## config.mk

```make
export PLATFORM = sky130hd
export DESIGN_NAME = exec_core
export DESIGN_NICKNAME = d
export VERILOG_FILES = /design/src/verilog/exec_pkg.sv /design/src/verilog/issue_if.sv /design/src/verilog/wb_if.sv /design/src/verilog/reg_state.sv /design/src/verilog/issue_queue.sv /design/src/verilog/alu.sv /design/src/verilog/exec_core.sv
export SDC_FILE = /design/constraint.sdc
export NUM_CORES = 2
export LEC_CHECK = 0
export BUFFER_PORTS_ARGS = -buffer_cell sky130_fd_sc_hd__buf_4
export CAP_MARGIN = 20
export CORE_MARGIN = 2
export CORE_UTILIZATION = 35
export DETAILED_ROUTE_END_ITERATION = 7
export GPL_ROUTABILITY_DRIVEN = 0
export GPL_TIMING_DRIVEN = 1
export RECOVER_POWER = 50
export SETUP_SLACK_MARGIN = 0.3
export SLEW_MARGIN = 25
export SYNTH_ARGS = -nofsm -noshare
export SYNTH_HDL_FRONTEND = slang
export SYNTH_SLANG_ARGS = --single-unit
```

## constraint.sdc

```tcl
create_clock -name clk -period 8 [get_ports clk]
set_input_delay 0.4 -clock clk [delete_from_list [all_inputs] [get_ports clk]]
set_output_delay 0.4 -clock clk [all_outputs]
set_load 0.01 [all_outputs]
```

## src/verilog/exec_pkg.sv

```systemverilog
package exec_pkg;

  // datapath and register file sizes
  localparam int xlen  = 32;
  localparam int nreg  = 16;
  localparam int reg_w = 4;

  // issue queue sizes
  localparam int iq_depth = 8;
  localparam int iq_idx_w = 3;

  typedef logic [xlen-1:0]  data_t;
  typedef logic [reg_w-1:0] reg_idx_t;

  // alu function codes
  typedef enum logic [3:0] {
    op_add   = 4'd0,
    op_sub   = 4'd1,
    op_and   = 4'd2,
    op_xor   = 4'd3,
    op_or    = 4'd4,
    op_shl   = 4'd5,
    op_shr   = 4'd6,
    op_sar   = 4'd7,
    op_sxtb  = 4'd8,
    op_sxth  = 4'd9,
    op_bswap = 4'd10,
    op_movi  = 4'd11
  } alu_op_t;

  // result flags, carry and overflow only meaningful for add/sub
  typedef struct packed {
    logic carry;
    logic sign;
    logic zero;
    logic overflow;
  } flags_t;

endpackage

```

## src/verilog/issue_if.sv

```systemverilog
interface issue_if;

  logic              valid;  // one cycle per issued entry
  exec_pkg::alu_op_t op;
  exec_pkg::data_t   a_val;
  exec_pkg::data_t   b_val;  // register value or immediate
  exec_pkg::reg_idx_t dst;

  modport queue (
    output valid,
    output op,
    output a_val,
    output b_val,
    output dst
  );

  modport alu (
    input valid,
    input op,
    input a_val,
    input b_val,
    input dst
  );

endinterface

```

## src/verilog/wb_if.sv

```systemverilog
interface wb_if;

  logic               valid;
  exec_pkg::reg_idx_t dst;
  exec_pkg::data_t    data;
  exec_pkg::flags_t   flags;

  modport src (output valid, output dst, output data, output flags);

  // register file side
  modport reg_side (input valid, input dst, input data);

  // queue wakeup snoops tag and data
  modport snoop (input valid, input dst, input data);

endinterface

```

## src/verilog/reg_state.sv

```systemverilog
module reg_state (
  input  logic               clk,
  input  logic               rst,
  input  exec_pkg::reg_idx_t rd_a_addr,
  input  exec_pkg::reg_idx_t rd_b_addr,
  output exec_pkg::data_t    rd_a_data,
  output exec_pkg::data_t    rd_b_data,
  output logic               rd_a_pending,
  output logic               rd_b_pending,
  input  logic               alloc,
  input  exec_pkg::reg_idx_t alloc_reg,
  output logic               alloc_pending,
  wb_if.reg_side             wb
);

  import exec_pkg::*;

  data_t           regs [nreg];
  logic [nreg-1:0] pending;  // result outstanding

  assign rd_a_data    = regs[rd_a_addr];
  assign rd_b_data    = regs[rd_b_addr];
  assign rd_a_pending = pending[rd_a_addr];
  assign rd_b_pending = pending[rd_b_addr];

  // also covers the writeback cycle itself
  assign alloc_pending = pending[alloc_reg];

  always_ff @(posedge clk) begin
    if (rst) begin
      for (int i = 0; i < nreg; i++) begin
        regs[i] <= '0;
      end
    end else if (wb.valid) begin
      regs[wb.dst] <= wb.data;
    end
  end

  always_ff @(posedge clk) begin
    if (rst) begin
      pending <= '0;
    end else begin
      if (wb.valid) pending[wb.dst] <= 1'b0;
      // alloc last so a same-edge set wins
      if (alloc) pending[alloc_reg] <= 1'b1;
    end
  end

  // every result returning from the alu was allocated earlier
  a_wb_to_pending: assert property (
    @(posedge clk) disable iff (rst)
    wb.valid |-> pending[wb.dst]
  );

endmodule

```

## src/verilog/issue_queue.sv

```systemverilog
module issue_queue (
  input  logic               clk,
  input  logic               rst,
  input  logic               insert,
  input  exec_pkg::alu_op_t  op,
  input  exec_pkg::reg_idx_t src_a,
  input  exec_pkg::reg_idx_t src_b,
  input  exec_pkg::reg_idx_t dst,
  input  exec_pkg::data_t    imm,
  input  logic               use_imm,
  output logic               busy,
  output exec_pkg::reg_idx_t rd_a_addr,
  output exec_pkg::reg_idx_t rd_b_addr,
  input  exec_pkg::data_t    rd_a_data,
  input  exec_pkg::data_t    rd_b_data,
  input  logic               rd_a_pending,
  input  logic               rd_b_pending,
  output logic               alloc,
  output exec_pkg::reg_idx_t alloc_reg,
  input  logic               alloc_pending,
  wb_if.snoop                wb,
  issue_if.queue             iss
);

  import exec_pkg::*;

  logic [iq_depth-1:0] valid_q;
  logic [iq_depth-1:0] a_rdy;
  logic [iq_depth-1:0] b_rdy;
  alu_op_t             ent_op  [iq_depth];
  reg_idx_t            ent_dst [iq_depth];
  reg_idx_t            a_tag   [iq_depth];
  reg_idx_t            b_tag   [iq_depth];
  data_t               a_val   [iq_depth];
  data_t               b_val   [iq_depth];

  logic                free_hit;
  logic [iq_idx_w-1:0] free_idx;
  logic                issue_hit;
  logic [iq_idx_w-1:0] issue_idx;

  data_t ins_a_val;
  data_t ins_b_val;
  logic  ins_a_rdy;
  logic  ins_b_rdy;

  assign rd_a_addr = src_a;
  assign rd_b_addr = src_b;
  assign alloc_reg = dst;

  // full queue or waw on the incoming destination
  assign busy  = !free_hit || alloc_pending;
  assign alloc = insert && !busy;

  // operand capture at insert, with bypass from a same-cycle writeback
  always_comb begin
    ins_a_val = rd_a_data;
    ins_a_rdy = 1'b1;
    if (rd_a_pending) begin
      if (wb.valid && wb.dst == src_a) begin
        ins_a_val = wb.data;
      end else begin
        ins_a_rdy = 1'b0;
      end
    end
    ins_b_val = rd_b_data;
    ins_b_rdy = 1'b1;
    if (use_imm) begin
      ins_b_val = imm;
    end else if (rd_b_pending) begin
      if (wb.valid && wb.dst == src_b) begin
        ins_b_val = wb.data;
      end else begin
        ins_b_rdy = 1'b0;
      end
    end
  end

  // lowest-index finders, scanned downward so the lowest hit is kept
  always_comb begin
    free_hit  = 1'b0;
    free_idx  = '0;
    issue_hit = 1'b0;
    issue_idx = '0;
    for (int i = iq_depth - 1; i >= 0; i--) begin
      if (!valid_q[i]) begin
        free_hit = 1'b1;
        free_idx = iq_idx_w'(i);
      end
      if (valid_q[i] && a_rdy[i] && b_rdy[i]) begin
        issue_hit = 1'b1;
        issue_idx = iq_idx_w'(i);
      end
    end
  end

  assign iss.valid = issue_hit;
  assign iss.op    = ent_op[issue_idx];
  assign iss.a_val = a_val[issue_idx];
  assign iss.b_val = b_val[issue_idx];
  assign iss.dst   = ent_dst[issue_idx];

  always_ff @(posedge clk) begin
    if (rst) begin
      valid_q <= '0;
      a_rdy   <= '0;
      b_rdy   <= '0;
    end else begin
      for (int i = 0; i < iq_depth; i++) begin
        if (wb.valid && !a_rdy[i] && a_tag[i] == wb.dst) a_rdy[i] <= 1'b1;  // wakeup
        if (wb.valid && !b_rdy[i] && b_tag[i] == wb.dst) b_rdy[i] <= 1'b1;
      end
      if (issue_hit) valid_q[issue_idx] <= 1'b0;
      if (alloc) begin
        valid_q[free_idx] <= 1'b1;
        a_rdy[free_idx]   <= ins_a_rdy;
        b_rdy[free_idx]   <= ins_b_rdy;
      end
    end
  end

  always_ff @(posedge clk) begin
    for (int i = 0; i < iq_depth; i++) begin
      if (wb.valid && !a_rdy[i] && a_tag[i] == wb.dst) a_val[i] <= wb.data;
      if (wb.valid && !b_rdy[i] && b_tag[i] == wb.dst) b_val[i] <= wb.data;
    end
    if (alloc) begin
      ent_op[free_idx]  <= op;
      ent_dst[free_idx] <= dst;
      a_tag[free_idx]   <= src_a;
      b_tag[free_idx]   <= src_b;
      a_val[free_idx]   <= ins_a_val;
      b_val[free_idx]   <= ins_b_val;
    end
  end

  a_no_insert_busy: assert property (
    @(posedge clk) disable iff (rst)
    insert |-> !busy
  );

  // issued entry is freed, so it cannot issue again next cycle
  a_issue_once: assert property (
    @(posedge clk) disable iff (rst)
    issue_hit |=> !(issue_hit && issue_idx == $past(issue_idx))
  );

endmodule

```

## src/verilog/alu.sv

```systemverilog
module alu (
  input  logic  clk,
  input  logic  rst,
  issue_if.alu  iss,
  wb_if.src     wb
);

  import exec_pkg::*;

  data_t        a;
  data_t        b;
  logic [xlen:0] sum_ext;   // carry in top bit
  logic [xlen:0] diff_ext;
  data_t        res;
  flags_t       flg;

  assign a = iss.a_val;
  assign b = iss.b_val;

  assign sum_ext  = {1'b0, a} + {1'b0, b};
  assign diff_ext = {1'b0, a} + {1'b0, ~b} + 1'b1;

  always_comb begin
    res          = '0;
    flg.carry    = 1'b0;
    flg.overflow = 1'b0;
    case (iss.op)
      op_add: begin
        res          = sum_ext[xlen-1:0];
        flg.carry    = sum_ext[xlen];
        flg.overflow = (a[xlen-1] == b[xlen-1]) && (res[xlen-1] != a[xlen-1]);
      end
      op_sub: begin
        res          = diff_ext[xlen-1:0];
        flg.carry    = diff_ext[xlen];  // set when no borrow
        flg.overflow = (a[xlen-1] != b[xlen-1]) && (res[xlen-1] != a[xlen-1]);
      end
      op_and:   res = a & b;
      op_xor:   res = a ^ b;
      op_or:    res = a | b;
      op_shl:   res = a << b[4:0];
      op_shr:   res = a >> b[4:0];
      op_sar:   res = data_t'($signed(a) >>> b[4:0]);
      op_sxtb:  res = {{24{a[7]}}, a[7:0]};
      op_sxth:  res = {{16{a[15]}}, a[15:0]};
      op_bswap: res = {a[7:0], a[15:8], a[23:16], a[31:24]};
      op_movi:  res = b;
      default:  res = '0;
    endcase
    flg.zero = (res == '0);
    flg.sign = res[xlen-1];
  end

  // writeback stage
  always_ff @(posedge clk) begin
    if (rst) begin
      wb.valid <= 1'b0;
    end else begin
      wb.valid <= iss.valid;
    end
  end

  always_ff @(posedge clk) begin
    if (iss.valid) begin
      wb.dst   <= iss.dst;
      wb.data  <= res;
      wb.flags <= flg;
    end
  end

  a_wb_valid_known: assert property (
    @(posedge clk) disable iff (rst)
    !$isunknown(wb.valid)
  );

endmodule

```

## src/verilog/exec_core.sv

```systemverilog
module exec_core (
  input  logic               clk,
  input  logic               rst,
  input  logic               insert,
  input  exec_pkg::alu_op_t  op,
  input  exec_pkg::reg_idx_t src_a,
  input  exec_pkg::reg_idx_t src_b,
  input  exec_pkg::reg_idx_t dst,
  input  exec_pkg::data_t    imm,
  input  logic               use_imm,
  output logic               busy,
  output logic               wb_valid,
  output exec_pkg::reg_idx_t wb_reg,
  output exec_pkg::data_t    wb_data,
  output exec_pkg::flags_t   wb_flags
);

  import exec_pkg::*;

  reg_idx_t rd_a_addr;
  reg_idx_t rd_b_addr;
  data_t    rd_a_data;
  data_t    rd_b_data;
  logic     rd_a_pending;
  logic     rd_b_pending;
  logic     alloc;
  reg_idx_t alloc_reg;
  logic     alloc_pending;

  issue_if iss_bus ();
  wb_if    wb_bus ();

  reg_state u_reg_state (
    .clk           (clk),
    .rst           (rst),
    .rd_a_addr     (rd_a_addr),
    .rd_b_addr     (rd_b_addr),
    .rd_a_data     (rd_a_data),
    .rd_b_data     (rd_b_data),
    .rd_a_pending  (rd_a_pending),
    .rd_b_pending  (rd_b_pending),
    .alloc         (alloc),
    .alloc_reg     (alloc_reg),
    .alloc_pending (alloc_pending),
    .wb            (wb_bus.reg_side)
  );

  issue_queue u_issue_queue (
    .clk           (clk),
    .rst           (rst),
    .insert        (insert),
    .op            (op),
    .src_a         (src_a),
    .src_b         (src_b),
    .dst           (dst),
    .imm           (imm),
    .use_imm       (use_imm),
    .busy          (busy),
    .rd_a_addr     (rd_a_addr),
    .rd_b_addr     (rd_b_addr),
    .rd_a_data     (rd_a_data),
    .rd_b_data     (rd_b_data),
    .rd_a_pending  (rd_a_pending),
    .rd_b_pending  (rd_b_pending),
    .alloc         (alloc),
    .alloc_reg     (alloc_reg),
    .alloc_pending (alloc_pending),
    .wb            (wb_bus.snoop),
    .iss           (iss_bus.queue)
  );

  alu u_alu (
    .clk (clk),
    .rst (rst),
    .iss (iss_bus.alu),
    .wb  (wb_bus.src)
  );

  assign wb_valid = wb_bus.valid;
  assign wb_reg   = wb_bus.dst;
  assign wb_data  = wb_bus.data;
  assign wb_flags = wb_bus.flags;

endmodule

```

== Yosys cells after proc, flatten, opt, wreduce, memory -nomap -nowiden ==
Memories as Yosys holds them, arrays and structs flattened. A register that Yosys moved wholly into a read port is not among the register bits.
Cells that the tools add are included.
Word-level totals
  logic and storage cells: 298
  RAM bits: 1152
  output and inout port bits: 42
  memories kept: 7
  bits of input ports: 52
  register bits: 77
Cells by class
  eq/ne operators: 33
  muxes and demuxes: 143
  add/sub/neg operators: 3
  bitwise gates (word level): 10
  shifts and indexed selects: 3
  reductions and logical operators: 79
  order comparisons: 10
Memories
  u_reg_state.regs: words 16, bits a word 32, read ports 2, clocked after Yosys merged registers in 0, write ports 16, RTL line reg_state.sv:18  | data_t regs [nreg];
  u_issue_queue.a_val: words 8, bits a word 32, read ports 1, clocked after Yosys merged registers in 0, write ports 9, RTL line issue_queue.sv:34  | data_t a_val [iq_depth];
  u_issue_queue.b_val: words 8, bits a word 32, read ports 1, clocked after Yosys merged registers in 0, write ports 9, RTL line issue_queue.sv:35  | data_t b_val [iq_depth];
  u_issue_queue.a_tag: words 8, bits a word 4, read ports 8, clocked after Yosys merged registers in 0, write ports 1, RTL line issue_queue.sv:32  | reg_idx_t a_tag [iq_depth];
  u_issue_queue.b_tag: words 8, bits a word 4, read ports 8, clocked after Yosys merged registers in 0, write ports 1, RTL line issue_queue.sv:33  | reg_idx_t b_tag [iq_depth];
  u_issue_queue.ent_dst: words 8, bits a word 4, read ports 1, clocked after Yosys merged registers in 1, write ports 1, RTL line issue_queue.sv:31  | reg_idx_t ent_dst [iq_depth];
  1 more memories
Operators with widths (count)
  $pmux 32 s12: 1
  $mux 32: 6
  $mux 1: 100
  $eq 4x4->1: 18
  $add 32x32->33: 2
  $logic_and 1x1->1: 57
  $mux 16: 3
  $mux 3: 16
  $mux 8: 5
  $add 33x1->33 const B: 1
  $and 32x32->32: 1
  $logic_not 32->1: 1
  $not 32->32: 1
  $or 32x32->32: 1
  $reduce_or 32->1: 1
  $shl 32x5->32: 1
  $shr 32x5->32: 1
  $sshr 32x5->32: 1
  $xor 32x32->32: 1
  $lt 4x5->1 const B: 4
  $logic_not 1->1: 18
  $and 16x16->16: 1
  $bwmux 8: 2
  $eq 4x3->1 const B: 4
  20 further kinds: 34

== Depth between registers and ports, before layout ==
  depth after elaboration: 20
  depth in mapped cells: 31
  depth with buffers taken out: 25

== Modules after synthesis ==
A second synthesis with hierarchy kept.
Unflattened totals
  cells, all modules: 6353
  area, all modules: 74594.0 um2
Modules (own cells, without submodules)
  issue_queue: cells an instance 3049, area each 35153.7 um2, seq. area each 19698.9 um2, instances 1
  reg_state: cells an instance 1792, area each 27656.5 um2, seq. area each 15695.1 um2, instances 1
  alu: cells an instance 1512, area each 11783.8 um2, seq. area each 1191.1 um2, instances 1

== Least setup slack after synthesis ==
OpenSTA, ideal clock, no wires.
  path kind: register -> register
  from: reg u_issue_queue.valid_q[0]
  to: reg u_alu.wb.flags[1] (netlist name)
  period minus slack after synthesis: 6.666 ns
  setup time: 0.139 ns
  cell stages (with the launch flop): 30
  arrival: 6.527 ns
  slack: 1.334 ns
  buffers on the path: 7
  data required time: 7.861 ns
  path through: dfxtp_1 and3_4 nor2_2 and3_1 buf_4 nor2_4 buf_6 clkbuf_1 buf_1 clkbuf_1 clkbuf_1 a21oi_1 inv_1 ha_1 clkbuf_1 o21bai_1 a2111oi_0 o31ai_1 a21oi_1 o221ai_1 o31ai_2 a31oi_1 o21ba_2 o31a_1 o31a_1 a21oi_1 o21ai_0 a211o_1 or4_1 nor2_1
RTL lines
  start: declaration: RTL line issue_queue.sv:27  | logic [iq_depth-1:0] valid_q;
  start signal: assignment: RTL line issue_queue.sv:105  | valid_q <= '0;
  start signal: indexed assignment: RTL line issue_queue.sv:113  | if (issue_hit) valid_q[issue_idx] <= 1'b0;
  start signal: indexed assignment: RTL line issue_queue.sv:115  | valid_q[free_idx] <= 1'b1;

==> key figures <==
Yosys
  – Number of synthesized flops with an enable pin: 1,191
  – Yosys cell types: 102
  – Mapped Cells: 6,556
  – Sequential fraction of the synthesis area: 51.1%
  – Post-Syn Area: 71,500 um2
  – Mean area per synthesized cell: 10.9 um2
  – FF+latch count, synth: 1,232
  – Post-synth ARST share: 0%
  – Yosys warns: 0
  – Synth Flop Type: edfxtp_1
  – Syn_nets: 6,710

Clocking
  – Clk_lat worst skew: 0.78 ns
  – H-Tree Depth: 4
  – CTS Buf Count: 137
  – CTS tree: yes
  – Clk pin slew, worst setup/hold paths: 0.06 ns
  – CTS Sinks: 1,232
  – CTS max path bufs: 3
  – Root Buffer: clkbuf_16

Die
  – Die area: 208,000 um2
  – Die width: 456 um
  – Ports: 94
  – Initial Utilization: 35.3%
  – Y dimension of the die: 456 um
  – Total core area: 203,000 um2
  – Row Count: 165

Timing
  – Final setup fails: 0
  – RSZ-0062 raised after global routing: no
  – Final Skew: 0.0237 ns
  – Worst slew pin tran: 6.06 ns
  – Final Hold Violating Endpoints: 0
  – Worst rel slew slack: -304%
  – Period utilization: 92.9%
  – Final setup TNS: 0 ns
  – Fmax: 134 MHz
  – Fin crit period: 7.44 ns
  – Hold WS: 0.119 ns
  – Final Slew Violations: 2,307

Route
  – Routed len/inst: 29.9 um
  – Post-Route WL: 277,000 um
  – Vias per cell: 6.17
  – Routed Antenna Nets: 0
  – DRC: 1
  – DRT Pass-1 Iters: 7
  – DRT iter0 DRCs: 9,962
  – Vias: 57,100

Cells and area
  – Share of cells above drive strength 1: 14.2%
  – Synth-to-layout area growth: 11.1%
  – Nets: 6,625
  – Most frequent cells in the layout: nand2_1, edfxtp_1, mux4_2
  – Most common cell after layout, fill and taps aside: nand2_1
  – Design area: 79,500 um2

GRT
  – Number of global-route vias before repair: 54,900
  – First-pass GRT wire length: 394,000 um
  – Global-route usage over all layers: 25.8%
  – Largest net degree at the start of global routing: 136
  – GRT overflow: 0
  – Initial antenna violation count: 15

Hold path
  – Hold path start: insert
  – Hold Path Class: in2reg
  – Hold worst-path end: u_reg_state.pending[0]
  – Hold Path Cell Cnt: 4

Outcome
  – Violations in the final reports: design-rule violations, max-capacitance violations, max-slew violations
  – Outcome: finished, violations left

Pwr
  – Sequential Power Share: 44.7%
  – Static Leakage: 0.0294 uW
  – Clock power share: 38.6%
  – Sw Pwr: 4590 uW
  – Combinational power share: 16.7%
  – Internal power component: 11,800 uW
  – Sw frac: 27.9%
  – PD cells: 206 nW/um2
  – Max VDD drop: 0.246 mV

Setup path
  – Slowest stage delay, CP: 0.62 ns
  – Reg-to-reg endpoint: u_alu.wb.flags[1]
  – CP Capture Type: flip-flop
  – Critical path class: reg2reg
  – Reg2reg setup slack: 0.56 ns
  – Crit path DAT: 8.07 ns
  – CP delay by family, top: compound AO/OA/AOI/OAI gates
  – Critical Path RT: 8.64 ns
  – Maximum fanout along the worst path: 15
  – Count of buffer and inverter cells on the critical path: 3
  – Slowest CP cell: or4_1
  – Worst reg2reg startpoint: u_issue_queue.valid_q[4]
  – Critical Path Source Type: flip-flop
  – R2R cell count: 25

Placement
  – IO Port Bufs: 93
  – Post-DP HPWL: 169,000 um
  – Dpl cell area: 75,300 um2

Run
  – Max Cap Violations: 78
==> layout make-up <==
| class | count | area, um2 |
|---|---|---|
| Clock inverter | 63 | 628 |
| Sequential cell | 1232 | 36600 |
| Clock buffer | 185 | 3770 |
| Multi-Input combinational cell | 4635 | 32500 |
| Inverter | 153 | 584 |
| Timing Repair Buffer | 312 | 2090 |
| Tap cell | 2672 | 3340 |
| Antenna cell | 7 | 17.5 |
| Fill cell | 19400 | 123000 |
==> tightest hold or removal path, delay by kind of cell <==
family	cells	cell delay [ns]
and+or+nand+nor	2	0.29
AOI/OAI and AO/OA	1	0.06
buffers and inverters	1	0.10
==> synthesized netlist by cell type (15+ instances only) <==
master / instances / area share [%]
a222oi_1: 15 / 0.21
nand3_1: 210 / 1.5
a21oi_1: 203 / 1.4
and2_1: 522 / 4.6
o22ai_1: 61 / 0.53
o21ai_1: 36 / 0.25
a31oi_1: 17 / 0.15
mux4_2: 344 / 11
buf_2: 84 / 0.59
ha_1: 100 / 1.7
nor3_1: 59 / 0.41
o221ai_1: 17 / 0.21
or4_1: 22 / 0.23
and3_1: 97 / 0.85
xor2_1: 31 / 0.38
o211ai_1: 44 / 0.46
inv_1: 136 / 0.71
a211oi_1: 118 / 1.2
nand2_1: 1704 / 8.9
a2111oi_0: 15 / 0.18
nand4_1: 42 / 0.37
a21o_1: 41 / 0.43
clkbuf_1: 358 / 1.9
mux2_2: 57 / 0.90
nor4_1: 25 / 0.22
mux2i_1: 175 / 2.4
nor2_1: 191 / 1.0
o21ai_0: 160 / 1.1
dfxtp_1: 41 / 1.1
a22oi_1: 27 / 0.28
edfxtp_1: 1191 / 50
buf_1: 77 / 0.40
==> layer usage <==
| metal | up-vias | global-route usage (%) | wire [um] |
|---|---|---|---|
| li1 | 23800 | - | - |
| met1 | 28000 | 34.4 | 103000 |
| met2 | 4373 | 39.9 | 123000 |
| met3 | 909 | 6.26 | 36400 |
| met4 | 6 | 11.3 | 14700 |
| met5 | - | 0 | 45 |
==> power groups by stage <==
stage / Combinational (uW) / Clock [uW] / Sequential, uW
after floorplan: 1680 / 0 / 7430
after global placement: 2590 / 0 / 7440
after detailed placement: 2600 / 0 / 7450
after CTS: 2620 / 6380 / 7320
after global routing: 2850 / 6620 / 7340
final: 2740 / 6340 / 7330
==> sequential cells by signal (all words and copies together), names as in the netlist <==
name                   count
u_alu.wb.data             32
u_reg_state.pending       16
u_issue_queue.b_rdy        8
u_alu.wb.flags             3
u_issue_queue.ent_op      32
u_issue_queue.b_tag       32
u_issue_queue.ent_dst     32
u_alu.wb.valid             1
u_alu.wb.dst               4
u_reg_state.regs         512
u_issue_queue.a_rdy        8
u_issue_queue.valid_q      8
u_issue_queue.b_val      256
u_issue_queue.a_val      256
u_issue_queue.a_tag       32
==> logic make-up after synthesis <==
family	after synthesis	share of synthesized area, %
AO/OA/AOI/OAI	943	9.22
XOR/XNOR	43	0.526
adder cells (fa/ha/maj)	102	1.81
buffers and inverters	689	3.89
flip-flops	1232	51.1
multiplexers	583	14.3
AND/OR/NAND/NOR	2964	19.1
==> per-stage QoR <==
| step | total power, uW | util, % | instances | worst slack, ns |
|---|---|---|---|---|
| final | 16400 | 39.2 | 9259 | 0.565 |
| after global routing | 16800 | 39.2 | 9254 | 0.160 |
| after CTS | 16300 | 39.4 | 9246 | 0.593 |
| after detailed placement | 10100 | 37.2 | 8990 | 0.621 |
| after global placement | 10000 | 37.2 | 8990 | 0.744 |
| after floorplan | 9110 | - | 6556 | 1.33 |
==> worst max-delay path by stage <==
stage / start / endpoint / slack, ns / cells past startpoint
2_1_floorplan: u_issue_queue.valid_q[0] / u_alu.wb.flags[1] / 1.33 / 29
4_1_cts: u_issue_queue.valid_q[4] / u_alu.wb.flags[1] / 0.59 / 24
6_report: u_issue_queue.valid_q[4] / u_alu.wb.flags[1] / 0.56 / 25
3_3_place_gp: u_issue_queue.valid_q[4] / u_alu.wb.flags[1] / 0.74 / 24
3_5_place_dp: u_issue_queue.valid_q[4] / u_alu.wb.flags[1] / 0.62 / 24
5_1_grt: src_a[0] / u_issue_queue.a_val[2][6] / 0.16 / 7
==> what timing repair did <==
action	CTS	global route
endpoints found under the setup margin	0	1
resized for setup	0	5
hold endpoints to repair	64	0
hold buffers	8	0
setup buffers	0	5
Note: power is estimated with default switching activity, not from simulation.
